--- src/lsu_params.svh ---
// Only an LSU_XLEN of 32 is supported by the byte lanes of the stage and the RAM
`ifndef LSU_PARAMS_SVH
`define LSU_PARAMS_SVH

// data and address width in bits
`define LSU_XLEN 32

// word-address bits of the shared data RAM
// 8 bits give 256 words, so 1 KiB from address zero
`define LSU_RAM_AW 8

`endif

--- src/lsu_pkg.sv ---
// Enum encodings here are shared with the execute stage and the testbench and must not be reordered
`default_nettype none

`include "lsu_params.svh"

package lsu_pkg;

	// data or address word
	typedef logic [`LSU_XLEN-1:0] word_t;

	// destination register number
	typedef logic [4:0] reg_idx_t;

	// one strobe bit per byte lane
	typedef logic [`LSU_XLEN/8-1:0] strb_t;

	// anything but ld_none marks a load
	typedef enum logic [2:0] {
		ld_none = 3'd0,
		ld_lb   = 3'd1,
		ld_lh   = 3'd2,
		ld_lw   = 3'd3,
		ld_lbu  = 3'd4,
		ld_lhu  = 3'd5
	} load_type_e;

	typedef enum logic [1:0] {
		st_none = 2'd0,
		st_sb   = 2'd1,
		st_sh   = 2'd2,
		st_sw   = 2'd3
	} store_type_e;

	// bytes per access, AXI style encoding
	typedef enum logic [2:0] {
		size_1 = 3'd0,
		size_2 = 3'd1,
		size_4 = 3'd2
	} bus_size_e;

	// execute result handed to the load/store stage
	typedef struct packed {
		logic        wd;
		reg_idx_t    wreg;
		word_t       alu_result;
		word_t       store_data;
		load_type_e  load_type;
		store_type_e store_type;
	} ex_to_ls_t;

	typedef struct packed {
		logic     wd;
		reg_idx_t wreg;
		word_t    wdata;
	} ls_to_wb_t;

	// forward record back to decode
	typedef struct packed {
		logic     need_stall;
		logic     fwd_en;
		reg_idx_t wreg;
		word_t    wdata;
	} ls_fwd_t;

	typedef struct packed {
		word_t     addr;
		logic      write;
		bus_size_e size;
		word_t     wdata;
		strb_t     wstrb;
	} mem_req_t;

endpackage

`default_nettype wire

--- src/fetch_port.sv ---
// Fetch addresses are expected word aligned, and one fetch is in flight at a time
`default_nettype none

module fetch_port (
	input  wire                      clock,
	input  wire                      rstn,
	input  wire lsu_pkg::word_t      fetch_addr_i,
	input  wire                      fetch_valid_i,
	output logic                     fetch_ready_o,
	output lsu_pkg::word_t           fetch_inst_o,
	output logic                     fetch_inst_valid_o,
	input  wire                      fetch_inst_ready_i,
	output lsu_pkg::mem_req_t        mem_req_o,
	output logic                     mem_sel_o,
	input  wire lsu_pkg::word_t      mem_rdata_i,
	input  wire                      mem_pvalid_i
);

	typedef enum logic [1:0] {
		s_idle,
		s_request,
		s_hold
	} fetch_state_e;

	fetch_state_e   state;
	lsu_pkg::word_t addr_q;
	lsu_pkg::word_t inst_q;

	always_ff @(posedge clock) begin
		if (!rstn) begin
			state <= s_idle;
		end else begin
			case (state)
				s_idle: if (fetch_valid_i) state <= s_request;
				s_request: if (mem_pvalid_i) state <= s_hold;
				// accept again only once the word is taken
				s_hold: if (fetch_inst_ready_i) state <= s_idle;
				default: state <= s_idle;
			endcase
		end
	end

	// address and fetched word
	always_ff @(posedge clock) begin
		if (state == s_idle && fetch_valid_i) begin
			addr_q <= fetch_addr_i;
		end
		if (state == s_request && mem_pvalid_i) begin
			inst_q <= mem_rdata_i;
		end
	end

	assign fetch_ready_o      = state == s_idle;
	assign fetch_inst_valid_o = state == s_hold;
	assign fetch_inst_o       = inst_q;
	assign mem_sel_o          = state == s_request;

	// always a full word read
	always_comb begin
		mem_req_o.addr  = addr_q;
		mem_req_o.write = 1'b0;
		mem_req_o.size  = lsu_pkg::size_4;
		mem_req_o.wdata = '0;
		mem_req_o.wstrb = '0;
	end

endmodule

`default_nettype wire

--- config.mk ---
export PLATFORM = sky130hd
export DESIGN_NAME = fetch_port
export DESIGN_NICKNAME = d
export VERILOG_FILES = /design/src/lsu_pkg.sv /design/src/fetch_port.sv
export VERILOG_INCLUDE_DIRS = /design/src /design/src/src
export SDC_FILE = /design/constraint.sdc
export NUM_CORES = 1
export LEC_CHECK = 0
export ABC_AREA = 1
export BUFFER_PORTS_ARGS = -buffer_cell sky130_fd_sc_hd__buf_2
export CAP_MARGIN = 20
export CORE_MARGIN = 2
export CORE_UTILIZATION = 40
export DETAILED_ROUTE_END_ITERATION = 10
export GPL_ROUTABILITY_DRIVEN = 0
export PLACE_DENSITY = 0.8
export SKIP_LAST_GASP = 1
export SYNTH_ARGS = -nofsm -noshare
export SYNTH_HDL_FRONTEND = slang
export SYNTH_SLANG_ARGS = --single-unit
--- constraint.sdc ---
create_clock -name clock -period 2.2 [get_ports clock]
set_input_delay 0.33 -clock clock [delete_from_list [all_inputs] [get_ports clock]]
set_output_delay 0.33 -clock clock [all_outputs]
set_load 0.02 [all_outputs]
# Yosys cells after proc, flatten, opt, wreduce, memory -nomap -nowiden
# Index checks and enable logic that the tools add are counted.
# op_classes
eq_ne,5
div_mod_pow,0
shift,0
mux,4
n_lt_le_gt_ge,0
multipliers,0
reduce_logical,4
add_sub_neg,0
n_bitwise,0
# ops
cell,count
2-bit 2-to-1 mux,3
2-bit one-hot mux with 3 select lines,1
"2-bit by 1-bit != test with 1-bit output, second input constant",2
3-bit AND reduction,1
"2-bit by 1-bit == test with 1-bit output, second input constant",1
"2-bit == test, second input constant",1
1-bit logical AND,2
2-bit logical NOT,1
"2-bit != test, second input constant",1
# word_totals
regBits,66
mem_count,0
inputBits,69
mem_bits_rw,0
output_inout_bits,107
elab_cells,16
latch_bits,0
mem_bits_ro,0

# Longest topological paths before layout
# depth
ltp_word,3
ltp_mapped,3
depth_no_buf,3

# Worst setup path after synthesis
# No wires, ideal clock.
# synth_timing
kind,reg2reg
from,register state[0]
to,"register addr_q[0], enable pin"
path_stages_with_launch,4
path_slack_ps,497
t_required_ps,1813
path_buffers,0
setup_time_ps,387
synth_period_minus_slack_ps,1703
arrival_ps,1316
cell_sequence,dfxtp_1 nor2_2 nand2_1 inv_1
# synth_between
elab_chain_cells,2
# synth_lines
item,line,rtl
"start, declared",fetch_port.sv:25,fetch_state_e state;
"start signal, assigned",fetch_port.sv:31,state <= s_idle;
"start signal, assigned",fetch_port.sv:34,s_idle: if (fetch_valid_i) state <= s_request;
"start signal, assigned",fetch_port.sv:35,s_request: if (mem_pvalid_i) state <= s_hold;
2-bit logical NOT,n/a,
net fetch_ready_o,fetch_port.sv:9,"output logic fetch_ready_o,"
1-bit logical AND,fetch_port.sv:45,if (state == s_idle && fetch_valid_i) begin
"end signal, assigned",fetch_port.sv:46,addr_q <= fetch_addr_i;
"end, declared",fetch_port.sv:26,lsu_pkg::word_t addr_q;
# The timed path passes the listed nets, and every way through them passes these cells.
# A chain may end at the register's enable or synchronous reset.

# Final worst setup path
# layout_timing
from,register state[1]
to,output fetch_inst_valid_o
# layout_between
elab_chain_cells,1
# layout_lines
item,line,rtl
2-bit == test,fetch_port.sv:54,assign fetch_inst_valid_o = state == s_hold;
"end, declared",fetch_port.sv:11,"output logic fetch_inst_valid_o,"
# Every way passes these cells.

==> results.toml <==
[status]
outcome = "complete, no violations"

[finish]
post-route-util = 0.560
drive_above_1_share = 0.560
num_antenna_cells = 0
fillers = 452
fin_nets = 338
area_delta_synth_final_pct = 33.4
final_cells = 345

[worst_hold_path]
hp-class = "in2reg"

[floorplanning]
die_w_um = 80.5
die_area_mm2 = 0.00648
fp.dieH_um = 80.5
initial_core_util = 0.420
rows = 27
ioPinCount = 176
core-area_mm2 = 0.00557

[drt]
drt_wl_total_um = 4450
vias = 1365
drc = 0
drtPass1Iterations = 4
wl_per_cell_um = 12.9
drt_first_iter_violations = 43
vias_per_cell = 3.96
ant_nets = 0

[sta]
finalSetupTns_ns = 0
period_needed_ns = 1.35
drv_slew = 0
hold_viol = 0
finalSetupViolations = 0
fin_crit_sh = 0.614
skew_ns = 0.00630
clock.fmax_mhz = 740
hold_slack_ns = 0.180
rsz0062_at_grt = "no"

[clocking]
clkTransAtPathRegs_ns = 0.07
cts_tree = "yes"
cts_made_buffers = 9
cts_resized = 0
cts_hold_buf = 0
clock_tree.root_cell = "clkbuf_8"
postCtsSetupBuffers = 0
clk_latency_ns = 0.32
cts_buffer_depth = 2
clock_sink_count = 66
htree_levels = 3

[grt]
track_usage = 0.124
antenna_found_initial = 0
grt_max_degree = 33
grt_pass1_vias = 1196
grt_pass1_wl_um = 5610
grt_overflow_total = 0

[logic_synthesis]
synth_top_family_by_area = "buffers and inverters"
syn-instance-count = 123
synthMuxAreaShare = 0
yosysUniqueCellTypes = 11
ys_seq_area_frac = 0.839
syn_area_mm2 = 0.00234
synth_compound_area_frac = 0.00428
synth_xor_area_frac = 0
synth-adder-area-share = 0
yosysWarnings = 0
synth_simple_gate_area_frac = 0.0160
synth.avg_cell_area_um2 = 19.0
ys_seq_elements = 66

[setup_path]
arrival_ns = 1.02
crit_fanout = 4
crit_type = "reg2out"
end_kind = "output port"
cp-start-kind = "flop"
timing.critical_path.required_ns = 1.87

[pwr]
p_clk_frac = 0.312
intPower_mw = 1.94
leakagePower_nw = 1.42
worst_ir_drop_vdd_mv = 0.371
power_frac_comb = 0.118
sequentialPowerShare = 0.570
p_switching_uw = 646
p_sw_frac = 0.250
power_density_mw_per_mm2 = 828

[placement]
dpl.hpwl_um = 3390
dp_cells = 330
io_buffers = 135

[flow_run]
cap_violations = 0
-- placed cells by master (no fill, tap or decap), drive strengths merged --
master and count:
buf 137, edfxtp 64, conb 40, clkbuf 9, inv 6, clkinv 4, nand2 2, nand3b 2
a21oi 2, clkinvlp 2, dfxtp 2, nor2 2, nand3 1
-- cells in the mapped netlist --
master / instances / area, µm²
nor2_2: 1 / 6.26
nand3b_1: 2 / 15.0
inv_1: 6 / 22.5
a21oi_1: 2 / 10.0
nor2_1: 1 / 3.75
dfxtp_1: 2 / 40.0
conb_1: 2 / 7.51
edfxtp_1: 64 / 1920
nand3_1: 1 / 5.00
nand2_1: 2 / 7.51
buf_4: 40 / 300
-- routing by layer --
layer	vias to the layer above	global-route usage	wire, µm
met5	-	0	0
met4	0	0.0661	86
met3	8	0.0416	473
met2	107	0.233	2340
met1	604	0.118	1560
li1	646	-	-
-- kinds of logic (layout without fill, tap and decap cells) --
| family | Yosys count | after routing |
|---|---|---|
| and+or+nand+nor | 7 | 7 |
| DFF | 66 | 66 |
| other | 2 | 40 |
| AOI/OAI and AO/OA | 2 | 2 |
| buffers and inverters | 46 | 158 |
-- state kept, by name (all words and copies together) (netlist names) --
| signal | cells |
|---|---|
| state | 2 |
| fetch_inst_o | 32 |
| addr_q | 32 |
-- area by class of cell --
cell class,instances,area [µm²],area share
Clock buffer,9,124,0.0397
Clock inverter,6,35.0,0.0112
Inverter,6,22.5,0.00721
Multi-Input combinational cell,49,198,0.0633
Sequential cell,66,1960,0.628
Tap cell,72,90.1,0.0289
Timing Repair Buffer,137,691,0.221
-- power by group through the flow --
stage	clock network (mW)	registers [mW]	logic, mW
final	0.808	1.47	0.304
after global routing	0.912	1.48	0.323
after CTS	0.848	1.47	0.305
after detailed placement	0	1.50	0.305
after global placement	0	1.50	0.300
after floorplan	0	1.58	0.150
-- critical path, stage by stage, from the launching register on --
cell	delay (ns)
dfxtp_1	0.37
inv_1	0.09
nor2_1	0.08
buf_2	0.16
-- stage by stage --
| step | worst slack, ns | cell area (µm²) | power (mW) |
|---|---|---|---|
| floorplan | 0.497 | 2480 | 1.73 |
| global placement | 0.923 | 2960 | 1.80 |
| detailed placement | 0.871 | 2960 | 1.81 |
| CTS | 0.815 | 3120 | 2.63 |
| global route | 0.758 | 3120 | 2.71 |
| finish | 0.849 | 3120 | 2.59 |
-- final timing paths --
kind	from	slack, ns	to	cells past startpoint
setup / recovery	state[1]	0.85	fetch_inst_valid_o	3
hold / removal	mem_rdata_i[25]	0.18	fetch_inst_o[25]	1
setup reg to reg	state[0]	0.87	fetch_inst_o[9]	3
hold reg to reg	state[1]	0.52	state[1]	2
No activity file was read; power rests on OpenSTA's default activity.
