[src/lsu_params.svh]
// Only an LSU_XLEN of 32 is supported by the byte lanes of the stage and the RAM
`ifndef LSU_PARAMS_SVH
`define LSU_PARAMS_SVH

// data and address width in bits
`define LSU_XLEN 32

// word-address bits of the shared data RAM
// 8 bits give 256 words, so 1 KiB from address zero
`define LSU_RAM_AW 8

`endif

[src/lsu_pkg.sv]
// Enum encodings here are shared with the execute stage and the testbench and must not be reordered
`default_nettype none

`include "lsu_params.svh"

package lsu_pkg;

	// data or address word
	typedef logic [`LSU_XLEN-1:0] word_t;

	// destination register number
	typedef logic [4:0] reg_idx_t;

	// one strobe bit per byte lane
	typedef logic [`LSU_XLEN/8-1:0] strb_t;

	// anything but ld_none marks a load
	typedef enum logic [2:0] {
		ld_none = 3'd0,
		ld_lb   = 3'd1,
		ld_lh   = 3'd2,
		ld_lw   = 3'd3,
		ld_lbu  = 3'd4,
		ld_lhu  = 3'd5
	} load_type_e;

	typedef enum logic [1:0] {
		st_none = 2'd0,
		st_sb   = 2'd1,
		st_sh   = 2'd2,
		st_sw   = 2'd3
	} store_type_e;

	// bytes per access, AXI style encoding
	typedef enum logic [2:0] {
		size_1 = 3'd0,
		size_2 = 3'd1,
		size_4 = 3'd2
	} bus_size_e;

	// execute result handed to the load/store stage
	typedef struct packed {
		logic        wd;
		reg_idx_t    wreg;
		word_t       alu_result;
		word_t       store_data;
		load_type_e  load_type;
		store_type_e store_type;
	} ex_to_ls_t;

	typedef struct packed {
		logic     wd;
		reg_idx_t wreg;
		word_t    wdata;
	} ls_to_wb_t;

	// forward record back to decode
	typedef struct packed {
		logic     need_stall;
		logic     fwd_en;
		reg_idx_t wreg;
		word_t    wdata;
	} ls_fwd_t;

	typedef struct packed {
		word_t     addr;
		logic      write;
		bus_size_e size;
		word_t     wdata;
		strb_t     wstrb;
	} mem_req_t;

endpackage

`default_nettype wire

[src/lsu_stage.sv]
// Accesses that cross a word boundary are undefined and not detected, and one memory access is in flight at most
`default_nettype none

module lsu_stage (
	input  wire                        clock,
	input  wire                        rstn,
	input  wire lsu_pkg::ex_to_ls_t    ex_req_i,
	input  wire                        ex_valid_i,
	output logic                       lsu_allowin_o,
	output lsu_pkg::ls_to_wb_t         wb_o,
	output logic                       lsu_to_wbu_valid_o,
	input  wire                        wbu_allowin_i,
	output lsu_pkg::ls_fwd_t           fwd_o,
	output lsu_pkg::mem_req_t          mem_req_o,
	output logic                       mem_sel_o,
	input  wire lsu_pkg::word_t        mem_rdata_i,
	input  wire                        mem_pvalid_i
);

	// stage register and its control
	lsu_pkg::ex_to_ls_t ls_q;
	logic               ls_valid;
	logic               mem_done;
	lsu_pkg::word_t     rdata_hold;

	logic               is_load;
	logic               is_store;
	logic               is_mem;
	logic               ready_go;
	logic [1:0]         byte_off;
	lsu_pkg::strb_t     base_strb;
	lsu_pkg::bus_size_e acc_size;
	lsu_pkg::word_t     load_shifted;
	lsu_pkg::word_t     load_value;
	lsu_pkg::word_t     result;

	assign is_load  = ls_q.load_type != lsu_pkg::ld_none;
	assign is_store = ls_q.store_type != lsu_pkg::st_none;
	assign is_mem   = is_load | is_store;
	assign byte_off = ls_q.alu_result[1:0];

	// non-memory entries finish at once, memory ones after the response
	assign ready_go           = ~is_mem | mem_done;
	assign lsu_allowin_o      = ~ls_valid | (ready_go & wbu_allowin_i);
	assign lsu_to_wbu_valid_o = ls_valid & ready_go;

	always_ff @(posedge clock) begin
		if (!rstn) begin
			ls_valid <= 1'b0;
		end else if (lsu_allowin_o) begin
			ls_valid <= ex_valid_i;
		end
	end

	always_ff @(posedge clock) begin
		if (ex_valid_i && lsu_allowin_o) begin
			ls_q <= ex_req_i;
		end
	end

	// done flag clears whenever the stage takes or drops an entry
	always_ff @(posedge clock) begin
		if (!rstn) begin
			mem_done <= 1'b0;
		end else if (lsu_allowin_o) begin
			mem_done <= 1'b0;
		end else if (mem_sel_o && mem_pvalid_i) begin
			mem_done <= 1'b1;
		end
	end

	// response hold, keeps wb_o steady under back-pressure
	always_ff @(posedge clock) begin
		if (mem_sel_o && mem_pvalid_i) begin
			rdata_hold <= mem_rdata_i;
		end
	end

	// strobes and size from the access type
	always_comb begin
		base_strb = 4'b1111;
		acc_size  = lsu_pkg::size_4;
		if (is_load) begin
			case (ls_q.load_type)
				lsu_pkg::ld_lb, lsu_pkg::ld_lbu: acc_size = lsu_pkg::size_1;
				lsu_pkg::ld_lh, lsu_pkg::ld_lhu: acc_size = lsu_pkg::size_2;
				default:                         acc_size = lsu_pkg::size_4;
			endcase
		end else begin
			case (ls_q.store_type)
				lsu_pkg::st_sb: begin
					base_strb = 4'b0001;
					acc_size  = lsu_pkg::size_1;
				end
				lsu_pkg::st_sh: begin
					base_strb = 4'b0011;
					acc_size  = lsu_pkg::size_2;
				end
				default: begin
					base_strb = 4'b1111;
					acc_size  = lsu_pkg::size_4;
				end
			endcase
		end
	end

	// sel stays up until the one response cycle
	assign mem_sel_o = ls_valid & is_mem & ~mem_done;

	always_comb begin
		mem_req_o.addr  = ls_q.alu_result;
		mem_req_o.write = is_store;
		mem_req_o.size  = acc_size;
		// move data and strobes into the addressed lanes
		mem_req_o.wdata = ls_q.store_data << {byte_off, 3'b000};
		mem_req_o.wstrb = is_store ? (base_strb << byte_off) : 4'b0000;
	end

	// loaded byte or half down to lane 0
	assign load_shifted = rdata_hold >> {byte_off, 3'b000};

	always_comb begin
		case (ls_q.load_type)
			lsu_pkg::ld_lb:  load_value = lsu_pkg::word_t'(signed'(load_shifted[7:0]));
			lsu_pkg::ld_lh:  load_value = lsu_pkg::word_t'(signed'(load_shifted[15:0]));
			lsu_pkg::ld_lbu: load_value = lsu_pkg::word_t'(load_shifted[7:0]);
			lsu_pkg::ld_lhu: load_value = lsu_pkg::word_t'(load_shifted[15:0]);
			default:         load_value = load_shifted;
		endcase
	end

	assign result = is_load ? load_value : ls_q.alu_result;

	always_comb begin
		wb_o.wd    = ls_q.wd;
		wb_o.wreg  = ls_q.wreg;
		wb_o.wdata = result;
	end

	// decode must wait on a load still waiting for its data
	always_comb begin
		fwd_o.need_stall = ls_valid & is_load & ~mem_done;
		fwd_o.fwd_en     = ls_valid & ls_q.wd & (ls_q.wreg != '0);
		fwd_o.wreg       = ls_q.wreg;
		fwd_o.wdata      = result;
	end

	// request held steady across arbitration and RAM latency
	a_req_stable: assert property (@(posedge clock) disable iff (!rstn)
		mem_sel_o && !mem_pvalid_i |=> mem_sel_o && $stable(mem_req_o));

endmodule

`default_nettype wire

[config.mk]
export PLATFORM = sky130hd
export DESIGN_NAME = lsu_stage
export DESIGN_NICKNAME = d
export VERILOG_FILES = /design/src/lsu_pkg.sv /design/src/lsu_stage.sv
export VERILOG_INCLUDE_DIRS = /design/src /design/src/src
export SDC_FILE = /design/constraint.sdc
export NUM_CORES = 1
export LEC_CHECK = 0
export ABC_AREA = 0
export BUFFER_PORTS_ARGS = -buffer_cell sky130_fd_sc_hd__buf_2
export CORE_ASPECT_RATIO = 0.6
export CORE_MARGIN = 4
export CORE_UTILIZATION = 43
export CTS_BUF_LIST = sky130_fd_sc_hd__clkbuf_4 sky130_fd_sc_hd__clkbuf_8
export CTS_CLUSTER_DIAMETER = 60
export DETAILED_ROUTE_END_ITERATION = 8
export PLACE_DENSITY_LB_ADDON = 0.2
export SKIP_LAST_GASP = 1
export SLEW_MARGIN = 10
export SYNTH_ARGS = -nofsm -noshare
export SYNTH_HDL_FRONTEND = slang
export SYNTH_SLANG_ARGS = --single-unit
[constraint.sdc]
create_clock -name clock -period 3.2 [get_ports clock]
set_input_delay 0.48 -clock clock [delete_from_list [all_inputs] [get_ports clock]]
set_output_delay 0.48 -clock clock [all_outputs]
set_load 0.01 [all_outputs]
Word-level counts from Yosys, hierarchy flattened
Cells that the tools add are included.
- memories kept: 0
- register bits: 109
- input port bits: 112
- bits in writable memories: 0
- logic and storage cells: 49
- ROM bits: 0
- bits in latches: 0
- bitwise operators: 15
- order comparisons: 0
- mux-type cells: 8
- div/mod/pow operators: 0
- equality and inequality tests: 6
- shifts and indexed selects: 3
- multipliers: 0
- add/subtract/negate cells: 0
- reductions and logical operators: 8
- operators by type and width (operator ; number):
    $pmux W32 S4 ; 1
    $mux W32 ; 1
    $shl A32 B5 Y32 ; 1
    $shr A32 B5 Y32 ; 1
    $and A1 B1 Y1 ; 8
    $mux W4 ; 2
    $pmux W2 S2 ; 2
    $pmux W4 S2 ; 1
    $eq A3 B3 Y1 const B ; 2
    $reduce_or A2 Y1 ; 3
    $reduce_bool A5 Y1 ; 1
    $not A1 Y1 ; 4
    $shl A4 B2 Y4 ; 1
    $eq A3 B1 Y1 const B ; 1
    $eq A3 B2 Y1 const B ; 1
    $mux W3 ; 1
    $or A1 B1 Y1 ; 3
    $reduce_bool A3 Y1 ; 1
    $eq A2 B1 Y1 const B ; 1
    $eq A2 B2 Y1 const B ; 1
    $logic_and A1 B1 Y1 ; 2
    $reduce_bool A2 Y1 ; 1

Longest topological paths before layout
- word-level depth: 7
- mapped depth: 7

Worst setup path after synthesis
OpenSTA, ideal clock, no wires.
- path kind: flip-flop to flip-flop
- from: reg ls_q[4] (netlist bit)
- to: reg ls_q, in the netlist fwd_o[32], enable pin
- period minus slack after synthesis: 3.619 ns
- stages on the path, launching flop included: 6
- arrival: 3.178 ns
- setup slack: -0.419 ns
- data required time: 2.759 ns
- cells stage by stage: edfxtp_1 > buf_2 > nor2_1 > a31oi_1 > o21ai_0 > and2_1
- word-level cells in the longest chain between the ends: 7
- ends and longest elaborated chain (element ; line ; source):
    from (decl) ; lsu_stage.sv:21 ; lsu_pkg::ex_to_ls_t ls_q;
    from (signal assigned) ; lsu_stage.sv:57 ; ls_q <= ex_req_i;
    $reduce_bool A3 Y1 ; lsu_stage.sv:37 ; assign is_load = ls_q.load_type != lsu_pkg::ld_none;
    $or A1 B1 Y1 ; lsu_stage.sv:39 ; assign is_mem = is_load | is_store;
    $not A1 Y1 ; lsu_stage.sv:43 ; assign ready_go = ~is_mem | mem_done;
    $or A1 B1 Y1 ; lsu_stage.sv:43 ;
    $and A1 B1 Y1 ; lsu_stage.sv:44 ; assign lsu_allowin_o = ~ls_valid | (ready_go & wbu_allowin_i);
    $or A1 B1 Y1 ; lsu_stage.sv:44 ;
    via lsu_allowin_o ; lsu_stage.sv:9 ; output logic lsu_allowin_o,
    $logic_and A1 B1 Y1 ; lsu_stage.sv:56 ; if (ex_valid_i && lsu_allowin_o) begin
The timed path passes the listed nets, and every way through them passes these cells.
A chain may end at the register's enable or synchronous reset.

==> impl_metrics.ini <==
[critical_path]
crit_path_max_fanout = 29
crit_arrival_ns = 2.57
critPathRequiredTime_ns = 2.72
cp-start-kind = flop
cp_slowest_cell = edfxtp_1
crit_family = flip-flops
cpPeakStageDelay_ns = 0.76
r2r_end = ls_q[36]$_DFFE_PP_
crit_chain = buf_4 > mux2_2 > a22oi_1 > o21ai_0 > buf_2
cp-end-kind = output pin
r2r-start = ls_q[4]$_DFFE_PP_
startpoint = mem_req_o[40]$_DFFE_PP_
regToRegSetupSlack_ns = 0.64
reg2regPathDepth = 5
worst-path-buf-inv = 2
critical_path_class = reg2out

[routing]
ant_nets = 0
vias = 4001
drt-initial-drc-count = 178
dr.pass1.iters = 4
routed_via_density = 5.09
drt-total-wl_mm = 14.6
drcViolationCount = 0
wire_per_inst_um = 18.6

[hold_path]
hold_depth = 1
worstHoldStart = ex_req_i[65]
min_to = mem_req_o[68]$_DFFE_PP_
hp-class = in2reg

[pwr]
clkPwrFrac_pct = 27.0
power_frac_seq_pct = 54.7
leakage_nw = 2.94
p_sw_w = 0.000846
power.internal_w = 0.00227
power_w = 0.00312
vdd_drop_max_uv = 201
p_sw_share_pct = 27.1
p_comb_share_pct = 18.3
powerDensity_nw_per_um2 = 470

[cts]
h-tree-depth = 3
cts_sinks = 109
clockBufferDepth = 2
hold_buffers = 0
post_cts_buffers = 0
cts.clk_slew.worst_paths_ns = 0.11
root_buffer = clkbuf_8
cts_tree = built
insertion_delay_ns = 0.37
cts_buffers = 9

[synthesis]
synth_top_cell_area_share_pct = 58.5
synth-adder-area-share_pct = 0.683
synth-compound-area-share_pct = 10.9
yosys_warnings = 0
synth-seq-cells = 109
synth_area_leaders = edfxtp_1 58%, buf_4 11%, mux2i_1 5.8%
ys_types = 42
synth_area_sq_um = 5500
synth-async-reset-ratio_pct = 0
synthFlopType = edfxtp_1
synth_top_family_by_area = buffers and inverters
synth-simple-area-share_pct = 8.10
syn-num-nets = 549
synthMuxAreaShare_pct = 7.88
avgSynthCellArea_sq_um = 12.7
yosysTopAreaCell = edfxtp_1
yosysSeqAreaShare_pct = 59.2
synth_xor_area_share_pct = 0
synthCells = 434
synth_edf_count = 107

[global_routing]
antenna_found_initial = 0
met2_usage_pct = 31.7
grt_use_total_pct = 19.2
use_met3_pct = 6.12
grt_max_degree = 76
first_global_vias = 3950
top_usage_layer = met2
grtUsageMet1_pct = 25.2
grt_pass1_wl_mm = 21.7
grt-ovfl-total = 0

[die]
boundaryPins = 264
start_util_pct = 44.7
fp.dieH_um = 95.6
die_w_um = 154
fp-row-count = 31
core_sq_um = 12300
fp.dieArea_sq_um = 14700

[layout]
finish.net_count = 731
fill_cells = 1118
fin_util_pct = 54.0
most-common-layout-cells = 262 x buf_2, 107 x edfxtp_1, 32 x mux2i_1, 26 x nand2_1, 22 x nor2_1
drive_gt1_share_pct = 49.8
final_common_cell = buf_2
syn_to_final_growth_pct = 20.8

[outcome]
status = complete, no violations

[timing]
tightest_slew_ns = 0.955
fin_hold_ws_ns = 0.273
fin_setup_tns_ns = 0
rsz0062_at_grt = false
clock.fmax_mhz = 328
slew_viol_final = 0
slew_headroom_pct = 35.8
finalCriticalPeriod_ns = 3.05
setup_viol = 0
min_period_over_period_pct = 95.3
hold_violations = 0
clock_skew_ns = 0.0129

[place]
routabilityCongestion = 0.892
portBuffers = 262
hpwl_mm = 11.2

[flow_run]
max_cap_viol_count = 0
-- power by group through the flow --
stage	registers, W	logic [W]	clock network [W]
after floorplan	0.00172	0.000399	0
after global placement	0.00174	0.000572	0
after detailed placement	0.00174	0.000577	0
after CTS	0.00171	0.000580	0.000871
after global routing	0.00172	0.000624	0.000935
final	0.00171	0.000570	0.000842
-- cells by family after synthesis --
group,count (synthesis)
AOI/OAI and AO/OA,83
adders and majority gates,3
buffers and inverters,107
DFF,109
muxes,42
other,1
and+or+nand+nor,89
-- sequential cells by signal (all words and copies together), names as in the netlist --
signal and cells:
ls_q 37, mem_req_o 32, rdata_hold 32, fwd_o 5
ls_valid 1, mem_done 1, wb_o 1
-- cells in the mapped netlist (6+ instances only) --
master    count
a21oi_1      15
nor2_1       22
buf_2        12
a211oi_1      9
o21ai_0      21
inv_1         6
mux2i_1      32
nor2b_1      13
a22oi_1       8
clkbuf_1      7
nand2_1      26
buf_4        78
a221o_1      12
and2_1       12
mux2_2       10
edfxtp_1    107
-- area by class of cell --
type	instances	area [sq um]	area share (%)
repair buffers	272	1420	21.4
diodes	1	2.50	0.0377
multi-input cells	218	1540	23.1
well taps	165	206	3.11
inverters	6	22.5	0.339
flip-flops and latches	109	3250	49.0
clock buffers	9	124	1.87
clock inverters	6	70.1	1.06
-- metal layers --
| layer | up-vias | part of all wire (%) | wire length [um] |
|---|---|---|---|
| met5 | - | 0 | 0 |
| met4 | 0 | 0.67 | 98 |
| met3 | 10 | 9.4 | 1370 |
| met2 | 192 | 48 | 6940 |
| met1 | 1908 | 42 | 6200 |
| li1 | 1891 | - | - |
-- timing repair --
item,in CTS,in global routing
gates resized for setup,0,1
endpoints found under the setup margin,0,16
hold endpoints to repair,0,0
-- worst max-delay path by stage --
stage	end	slack (ns)	depth (start not counted)
after global routing	fwd_o[1]	0.02	5
after detailed placement	fwd_o[0]	0.57	5
after floorplan	fwd_o[32]$_DFFE_PP_	0.38	5
after global placement	fwd_o[4]	0.58	5
final	fwd_o[0]	0.15	5
after CTS	fwd_o[0]	0.12	5
-- metrics by stage --
step           instance area, sq um  worst slack (ns)  std cells
5_1_grt                        6640            0.0206        785
4_1_cts                        6630             0.124        785
2_1_floorplan                  5500             0.384        434
6_report                       6640             0.151        786
3_3_place_gp                   6440             0.577        770
3_5_place_dp                   6440             0.570        770
Power figures use the tool's default switching activity.
