### src/lsu_params.svh
// Only an LSU_XLEN of 32 is supported by the byte lanes of the stage and the RAM
`ifndef LSU_PARAMS_SVH
`define LSU_PARAMS_SVH

// data and address width in bits
`define LSU_XLEN 32

// word-address bits of the shared data RAM
// 8 bits give 256 words, so 1 KiB from address zero
`define LSU_RAM_AW 8

`endif

### src/lsu_pkg.sv
// Enum encodings here are shared with the execute stage and the testbench and must not be reordered
`default_nettype none

`include "lsu_params.svh"

package lsu_pkg;

	// data or address word
	typedef logic [`LSU_XLEN-1:0] word_t;

	// destination register number
	typedef logic [4:0] reg_idx_t;

	// one strobe bit per byte lane
	typedef logic [`LSU_XLEN/8-1:0] strb_t;

	// anything but ld_none marks a load
	typedef enum logic [2:0] {
		ld_none = 3'd0,
		ld_lb   = 3'd1,
		ld_lh   = 3'd2,
		ld_lw   = 3'd3,
		ld_lbu  = 3'd4,
		ld_lhu  = 3'd5
	} load_type_e;

	typedef enum logic [1:0] {
		st_none = 2'd0,
		st_sb   = 2'd1,
		st_sh   = 2'd2,
		st_sw   = 2'd3
	} store_type_e;

	// bytes per access, AXI style encoding
	typedef enum logic [2:0] {
		size_1 = 3'd0,
		size_2 = 3'd1,
		size_4 = 3'd2
	} bus_size_e;

	// execute result handed to the load/store stage
	typedef struct packed {
		logic        wd;
		reg_idx_t    wreg;
		word_t       alu_result;
		word_t       store_data;
		load_type_e  load_type;
		store_type_e store_type;
	} ex_to_ls_t;

	typedef struct packed {
		logic     wd;
		reg_idx_t wreg;
		word_t    wdata;
	} ls_to_wb_t;

	// forward record back to decode
	typedef struct packed {
		logic     need_stall;
		logic     fwd_en;
		reg_idx_t wreg;
		word_t    wdata;
	} ls_fwd_t;

	typedef struct packed {
		word_t     addr;
		logic      write;
		bus_size_e size;
		word_t     wdata;
		strb_t     wstrb;
	} mem_req_t;

endpackage

`default_nettype wire

### src/bus_arbiter.sv
// Two masters only, each master must hold sel and its request until its single response
`default_nettype none

module bus_arbiter (
	input  wire                      clock,
	input  wire                      rstn,
	input  wire lsu_pkg::mem_req_t   m0_req_i,
	input  wire                      m0_sel_i,
	output lsu_pkg::word_t           m0_rdata_o,
	output logic                     m0_pvalid_o,
	input  wire lsu_pkg::mem_req_t   m1_req_i,
	input  wire                      m1_sel_i,
	output lsu_pkg::word_t           m1_rdata_o,
	output logic                     m1_pvalid_o,
	output lsu_pkg::mem_req_t        bus_req_o,
	output logic                     bus_sel_o,
	input  wire lsu_pkg::word_t      bus_rdata_i,
	input  wire                      bus_pvalid_i
);

	// grant register
	// last_win is the current owner while held and the previous winner otherwise
	logic held;
	logic last_win;
	logic pick;

	// on a tie the master that lost last time wins
	assign pick = (m0_sel_i && m1_sel_i) ? ~last_win : m1_sel_i;

	always_ff @(posedge clock) begin
		if (!rstn) begin
			held     <= 1'b0;
			last_win <= 1'b1;
		end else if (!held) begin
			if (m0_sel_i || m1_sel_i) begin
				held     <= 1'b1;
				last_win <= pick;
			end
		end else if (bus_pvalid_i) begin
			// release after the response cycle
			held <= 1'b0;
		end
	end

	// granted request straight through to the RAM
	assign bus_req_o = last_win ? m1_req_i : m0_req_i;
	assign bus_sel_o = held & (last_win ? m1_sel_i : m0_sel_i);

	// response only to the owner
	assign m0_pvalid_o = held & ~last_win & bus_pvalid_i;
	assign m1_pvalid_o = held & last_win & bus_pvalid_i;
	assign m0_rdata_o  = (held && !last_win) ? bus_rdata_i : '0;
	assign m1_rdata_o  = (held && last_win) ? bus_rdata_i : '0;

	// the one owner still holds its request when the response comes
	a_one_owner: assert property (@(posedge clock) disable iff (!rstn)
		bus_pvalid_i |-> (last_win ? m1_sel_i : m0_sel_i));

	// the RAM never answers a request that was not granted
	a_resp_granted: assert property (@(posedge clock) disable iff (!rstn)
		bus_pvalid_i |-> held);

endmodule

`default_nettype wire

### config.mk
export PLATFORM = sky130hd
export DESIGN_NAME = bus_arbiter
export DESIGN_NICKNAME = d
export VERILOG_FILES = /design/src/lsu_pkg.sv /design/src/bus_arbiter.sv
export VERILOG_INCLUDE_DIRS = /design/src /design/src/src
export SDC_FILE = /design/constraint.sdc
export NUM_CORES = 1
export LEC_CHECK = 0
export BUFFER_PORTS_ARGS = -buffer_cell sky130_fd_sc_hd__buf_2
export CAP_MARGIN = 20
export CORE_AREA = 2 2 124 126
export CTS_BUF_LIST = sky130_fd_sc_hd__clkbuf_8
export CTS_CLUSTER_DIAMETER = 120
export CTS_CLUSTER_SIZE = 40
export DETAILED_ROUTE_END_ITERATION = 16
export DIE_AREA = 0 0 126 128
export GPL_ROUTABILITY_DRIVEN = 0
export PLACE_DENSITY_LB_ADDON = 0.15
export SLEW_MARGIN = 40
export SYNTH_ARGS = -nofsm -noshare
export SYNTH_HDL_FRONTEND = slang
export SYNTH_SLANG_ARGS = --single-unit
### constraint.sdc
create_clock -name clock -period 1.15 [get_ports clock]
set_clock_uncertainty 0.2 [all_clocks]
set_input_delay 0.115 -clock clock [delete_from_list [all_inputs] [get_ports clock]]
set_output_delay 0.115 -clock clock [all_outputs]
set_load 0.05 [all_outputs]
==> Yosys cells after proc, flatten, opt, wreduce, memory -nomap -nowiden <==
Index checks and enable logic that the tools add are counted.
{ "word_totals": {"mem_bits_rw": 0, "mem_bits_ro": 0, "latchBits": 0, "reg_bits": 2, "memories": 0, "word_cells": 23} }
{ "op_classes": {"n_addsub": 0, "mux": 8, "eq_ne": 0, "n_shift": 0, "n_bitwise": 7, "mul": 0, "div": 0, "order_cmp": 0, "n_reduce_logical": 6} }
{ "op_table": {"columns": ["cell", "count"], "rows": [
  ["$mux 72", 1],
  ["$mux 32", 2],
  ["$and 1x1->1", 5],
  ["$mux 1", 5],
  ["$logic_and 1x1->1", 3],
  ["$not 1->1", 2],
  ["$reduce_and 2->1", 1],
  ["$logic_not 1->1", 1],
  ["$logic_or 1x1->1", 1]
]} }

==> Depth between registers and ports, before layout <==
Gate-level depths: netlist (run 1).
{ "logic_depth": {"word_depth": 3, "ltp_mapped": 4} }

==> Least setup slack after synthesis (run 1) <==
OpenSTA, ideal clock, no wires.
{ "synth_timing": {"path_kind": "register to output", "from": "register last_win", "to": "output bus_sel_o", "arrival_ns": 1.371, "slack_ns": -0.536, "path_buffers": 2, "stages_incl_launch_ff": 5, "required_time_ns": 0.835, "cell_sequence": "dfxtp_1 -> buf_6 -> buf_6 -> mux2i_1 -> nor2b_1"} }
{ "synth_between": {"elab_chain_cells": 2} }
{ "synth_lines": {"columns": ["element", "line", "rtl"], "rows": [
  ["from (decl)", "bus_arbiter.sv:24", "logic last_win;"],
  ["from (signal assigned)", "bus_arbiter.sv:37", "last_win <= pick;"],
  ["$mux 1", "bus_arbiter.sv:47", "assign bus_sel_o = held & (last_win ? m1_sel_i : m0_sel_i);"],
  ["$and 1x1->1", "bus_arbiter.sv:47", null],
  ["to (decl)", "bus_arbiter.sv:16", "output logic bus_sel_o,"]
]} }
No other way between the ends.

==> results.yml, run 1 <==
synth:
  synth_top_family_by_area: "multiplexers"
  synth_compound_area_share_pct: 1.09
  ys_ff_latch: 2
  yosys.area_share.simple_pct: 30.4
  syn-cell-area_mm2: 0.00149
  synthMuxAreaShare_pct: 55.1
  yosys_warnings: 0
  synth_xor_area_share_pct: 0
  syn_area_per_cell_um2: 8.87
  synth_top_area_share_pct: 54.4
  yosys-top-cells-area: "mux2_2 54%, and2_1 14%, and3_1 14%"
  seq_area_frac_synth_pct: 2.69
  syn_inst: 168
  syn_nets: 349
  yosysTopAreaCell: "mux2_2"
  yosysUniqueCellTypes: 19
  synthAdderAreaFrac_pct: 0
cells_and_area:
  antenna_cells: 0
  final_cell_count_no_fill: 693
  area_delta_synth_final_pct: 262
  nets: 687
  num-fill-cells: 1479
  final_cell_mix: "180 x buf_2, 72 x mux2_4, 70 x buf_6, 69 x buf_8"
  fin_util_pct: 36.3
  drive_gt1_share_pct: 98.4
  final_area_mm2: 0.00539
  final_common_cell: "buf_2"
clocking:
  cts_buffer_depth: 2
  cts-root-buf: "clkbuf_8"
  clk_latency_ns: 0.22
  cts.sinks: 2
  cts_tree: "built"
  cts_made_buffers: 3
  htreeDepth: 1
  cts.reportedPaths.clkPinSlew_ns: 0.03
grt:
  grt_pass1_vias: 2579
  grt_first_pass_wirelength_um: 14600
  overflow: 0
  gr-usage-all-layers_pct: 11.8
  grt_max_degree: 31
  antenna_found_initial: 3
timing:
  tns_ns: -74.97
  maxSlewViolCount: 0
  finalHoldViolations: 0
  fmaxAchievable_ghz: 0.573
  min_period_ns: 1.75
  rsz0062_at_grt: "yes"
  fin_crit_sh_pct: 152
  maxSlewHeadroom_pct: 85.2
  setup_slack_ns: -0.596
  setup_viol: 141
  tightest_slew_ns: 0.222
die:
  start_util_pct: 10.0
  ios: 320
  rows: 45
  coreArea_mm2: 0.0149
  die-height_um: 128
  die_area_mm2: 0.0161
  die_w_um: 126
worst_hold_path:
  hp-start: "m1_sel_i"
  hold_path.class: "input pin to register"
  min_to: "last_win"
  hold_depth: 3
routing:
  viasPerCell: 3.86
  routed_wl_um: 11600
  drc: 0
  routedWlPerCell_um: 16.7
  drtPass1Iterations: 3
  ant_nets: 0
  vias: 2675
  drt-initial-drc-count: 32
critical_path:
  r2r-end: "last_win"
  path_buf_inv: 4
  start_kind: "register"
  critPathMaxStageDelay_ns: 0.36
  cp_top_family: "buffers and inverters"
  r2r_start: "last_win"
  worst_r2r_path_depth: 5
  end_kind: "output pin"
  cp_max_fo: 7
  crit_path_cell_trace: "buf_4 -> buf_6 -> buf_12 -> mux2_4 -> buf_8"
  ff2ff_setup_slack_ns: -0.28
  cp_slowest_cell: "dfxtp_4"
  required_ns: 0.83
  worstPathArrival_ns: 1.43
  path_class: "register to output pin"
power_and_ir_drop:
  pwr-share-seq_pct: 2.1
  p_leak_nw: 2.92
  switchingPower_mw: 2.12
  netSwitchingFraction_pct: 50.1
  powerDensity_mw_per_mm2: 785
  p_int_mw: 2.11
  vdd_ir_drop_max_v: 0.000279
  power_frac_clock_pct: 6.9
  p_comb_share_pct: 91.0
place:
  place_hpwl_um: 9010
  dp_cells: 669
  portBuffers: 319
  placed_area_mm2: 0.00388
job:
  drv_cap: 0
run_status:
  violations: "setup timing"
  status: "finished with violations"
power groups by stage:
stage	Sequential (mW)	Combinational [mW]	Clock [mW]
after floorplan	0.0807	2.29	0
after global placement	0.0917	2.98	0
after detailed placement	0.0922	2.99	0
after CTS	0.0937	3.35	0.299
after global routing	0.0904	3.99	0.308
final	0.0893	3.85	0.293
per-layer routing:
| layer | vias up | global-route usage [%] | wire length [µm] |
|---|---|---|---|
| met1 | 1224 | 13.5 | 4160 |
| met4 | 4 | 2.20 | 76 |
| met3 | 9 | 4.26 | 1050 |
| met5 | - | 0 | 23 |
| met2 | 158 | 21.3 | 6260 |
| li1 | 1280 | - | - |
through the flow:
stage               power (mW)  setup slack [ns]  hold WS, ns
detailed placement        3.08            -0.398        0.152
global route              4.38            -0.625       0.0318
CTS                       3.74            -0.617     -0.00780
floorplan                 2.37            -0.198       0.0141
finish                    4.23            -0.596       0.0198
global placement          3.08            -0.394        0.143
registers in the layout (all words and copies together) (netlist names):
signal    flops
last_win      1
held          1
how the worst max path moves through the flow:
stage	from	endpoint	slack, ns	cells after the start
after global placement	last_win	m1_rdata_o[12]	-0.39	4
after global routing	last_win	m0_pvalid_o	-0.63	6
after CTS	last_win	bus_sel_o	-0.62	4
after floorplan	last_win	bus_sel_o	-0.20	4
after detailed placement	last_win	m1_rdata_o[16]	-0.40	4
final	last_win	bus_req_o[71]	-0.60	5
cell usage after synthesis:
cell type / count
nand2b_1: 1
buf_6: 7
nand2_1: 1
nor2b_4: 1
buf_4: 2
and2_1: 33
buf_2: 1
and4b_1: 1
nor2b_1: 1
clkbuf_1: 4
inv_1: 1
clkbuf_2: 3
mux2i_1: 1
clkbuf_8: 2
a31oi_1: 1
o311a_1: 1
dfxtp_1: 2
and3_1: 33
mux2_2: 72
worst register-to-register path: stages (launching register included):
cell and delay, ns:
dfxtp_4 0.36, buf_12 0.14, clkbuf_16 0.18, buf_4 0.15
and4b_1 0.19, a31oi_1 0.13
layout make-up:
class | count | area (µm²) | area share [%]
inverters | 1 | 3.75 | 0.0696
well taps | 188 | 235 | 4.36
clock inverters | 1 | 3.75 | 0.0696
repair buffers | 352 | 3230 | 59.9
multi-input cells | 146 | 1830 | 33.9
clock buffers | 3 | 41.3 | 0.766
flip-flops and latches | 2 | 47.5 | 0.882
kinds of logic (layout without fill, tap and decap cells):
| kind of cell | Yosys count | in the layout |
|---|---|---|
| multiplexers | 73 | 73 |
| AO/OA/AOI/OAI | 2 | 2 |
| AND/OR/NAND/NOR | 71 | 71 |
| buffers and inverters | 20 | 357 |
| flip-flops | 2 | 2 |
what timing repair did:
action | in CTS | in global routing
cloned | 3 | 4
endpoints found under the hold margin | 2 | 0
setup buffers | 4 | 9
setup endpoints to repair | 141 | 141
pin swaps | 0 | 4
resized for setup | 182 | 238
hold buffers | 1 | 0
Note: power is estimated with default switching activity, not from simulation.
==> run 2, diff against run 1 <==
--- a/config.mk
+++ b/config.mk
@@ -16,7 +16,7 @@
 export DIE_AREA = 0 0 126 128
 export GPL_ROUTABILITY_DRIVEN = 0
 export PLACE_DENSITY_LB_ADDON = 0.15
-export SLEW_MARGIN = 40
+export SKIP_CTS_REPAIR_TIMING = 1
 export SYNTH_ARGS = -nofsm -noshare
 export SYNTH_HDL_FRONTEND = slang
 export SYNTH_SLANG_ARGS = --single-unit
==> run 2 against run 1 <==
The run still ends with setup timing left. Critical path depth up 1. Cell count down 0.43%. Power up 0.34%. First-iteration DRC count up 88%. Non-clock buffer count down 3. Routed wire length up 0.91%. Flip-flop and latch count unchanged. Die area unchanged. Sequential share of layout area about the same. Largest power group unchanged.
==> results.yml, run 2 (synthesized netlist as in run 1, its figures left out) <==
worst_hold_path:
  hp-start: "m1_sel_i"
  hold_path.class: "input pin to register"
  hold_depth: 3
  min_to: "last_win"
run_status:
  status: "finished with violations"
  violations: "setup timing"
grt:
  grt_first_pass_wirelength_um: 13300
  grt_max_degree: 31
  overflow: 0
  grt_pass1_vias: 2368
  gr-usage-all-layers_pct: 10.7
  antenna_found_initial: 3
timing:
  tightest_slew_ns: 0.216
  tns_ns: -72.60
  fin_crit_sh_pct: 151
  rsz0062_at_grt: "yes"
  fmaxAchievable_ghz: 0.576
  maxSlewViolCount: 0
  setup_slack_ns: -0.585
  finalHoldViolations: 0
  setup_viol: 141
  min_period_ns: 1.73
  maxSlewHeadroom_pct: 85.3
routing:
  viasPerCell: 3.85
  vias: 2657
  drt-initial-drc-count: 60
  drc: 0
  routedWlPerCell_um: 16.9
  ant_nets: 0
  routed_wl_um: 11700
  drtPass1Iterations: 3
clocking:
  cts.sinks: 2
  cts_tree: "built"
  cts-root-buf: "clkbuf_8"
  htreeDepth: 1
  cts.reportedPaths.clkPinSlew_ns: 0.03
  cts_buffer_depth: 2
  cts_made_buffers: 3
  clk_latency_ns: 0.21
critical_path:
  critPathMaxStageDelay_ns: 0.35
  path_class: "register to output pin"
  critPathMostFrequentCell: "buf_12"
  path_buf_inv: 4
  ff2ff_setup_slack_ns: -0.26
  end_kind: "output pin"
  worstSetupStartpoint: "last_win"
  worstPathArrival_ns: 1.42
  cp_top_family: "buffers and inverters"
  cp_max_fo: 7
  cp_slowest_cell: "dfxtp_4"
  start_kind: "register"
  required_ns: 0.83
  r2r-end: "last_win"
  worst_r2r_path_depth: 5
  crit_path_cell_trace: "buf_12 -> nor2b_4 -> buf_12 -> clkbuf_16 -> and2_4 -> buf_8"
  r2r_start: "last_win"
die:
  rows: 45
  start_util_pct: 10.0
  die-height_um: 128
  ios: 320
  coreArea_mm2: 0.0149
  die_w_um: 126
  die_area_mm2: 0.0161
cells_and_area:
  final_common_cell: "buf_2"
  area_delta_synth_final_pct: 264
  final_cell_mix: "180 x buf_2, 72 x mux2_4, 71 x buf_8, 64 x buf_6"
  nets: 684
  antenna_cells: 0
  top_regs: "held (1), last_win (1)"
  drive_gt1_share_pct: 98.4
  num-fill-cells: 1467
  fin_util_pct: 36.5
  final_area_mm2: 0.00543
job:
  drv_cap: 0
place:
  place_hpwl_um: 9010
  placed_area_mm2: 0.00388
  portBuffers: 319
power_and_ir_drop:
  vdd_ir_drop_max_v: 0.000295
  power_mw: 4.25
  powerDensity_mw_per_mm2: 783
  p_leak_nw: 2.93
==> run 2: changes by cell type in the layout (fill, tap and decap cells not counted), sizes merged <==
cell,change
buf,-7
bufbuf,-1
clkbuf,+5
==> run 2: worst min-delay path: cells and delay by family <==
family	cells	cell delay (ns)
buf+inv	1	0.13
compound gates	1	0.08
simple gates	1	0.07
==> run 2: final cells by class <==
class / count / area [µm²] / share of cell area (%)
inverters: 1 / 3.75 / 0.0692
flip-flops and latches: 2 / 47.5 / 0.876
multi-input cells: 146 / 1820 / 33.5
repair buffers: 349 / 3280 / 60.4
clock inverters: 1 / 3.75 / 0.0692
well taps: 188 / 235 / 4.33
clock buffers: 3 / 41.3 / 0.761
==> run 2: where the power goes <==
group          internal [mW]  switching (mW)  leakage [nW]
clock network          0.227          0.0639        0.0269
registers             0.0767         0.00954        0.0173
logic                   1.82            2.05          2.89
total                   2.12            2.13          2.93
==> run 2: through the flow <==
stage | setup WS (ns) | std cells | hold slack [ns]
floorplan | -0.198 | 168 | 0.0141
global placement | -0.394 | 669 | 0.143
detailed placement | -0.398 | 669 | 0.152
CTS | -0.636 | 673 | -0.0757
global route | -0.628 | 690 | 0.0216
finish | -0.585 | 690 | 0.0124
==> run 2: routing by layer <==
| metal | vias up | wire, µm | GRT usage, % |
|---|---|---|---|
| li1 | 1274 | - | - |
| met2 | 157 | 6180 | 19.1 |
| met3 | 8 | 1070 | 4.05 |
| met5 | - | 23 | 0 |
| met4 | 4 | 73 | 2.20 |
| met1 | 1214 | 4330 | 12.1 |
==> run 2: worst max-delay path by stage <==
stage	endpoint	depth (start not counted)	slack [ns]
final	m0_rdata_o[7]	6	-0.58
after global routing	m0_rdata_o[14]	6	-0.63
after CTS	m1_rdata_o[16]	4	-0.64
after detailed placement	m1_rdata_o[16]	4	-0.40
after global placement	m1_rdata_o[12]	4	-0.39
after floorplan	bus_sel_o	4	-0.20
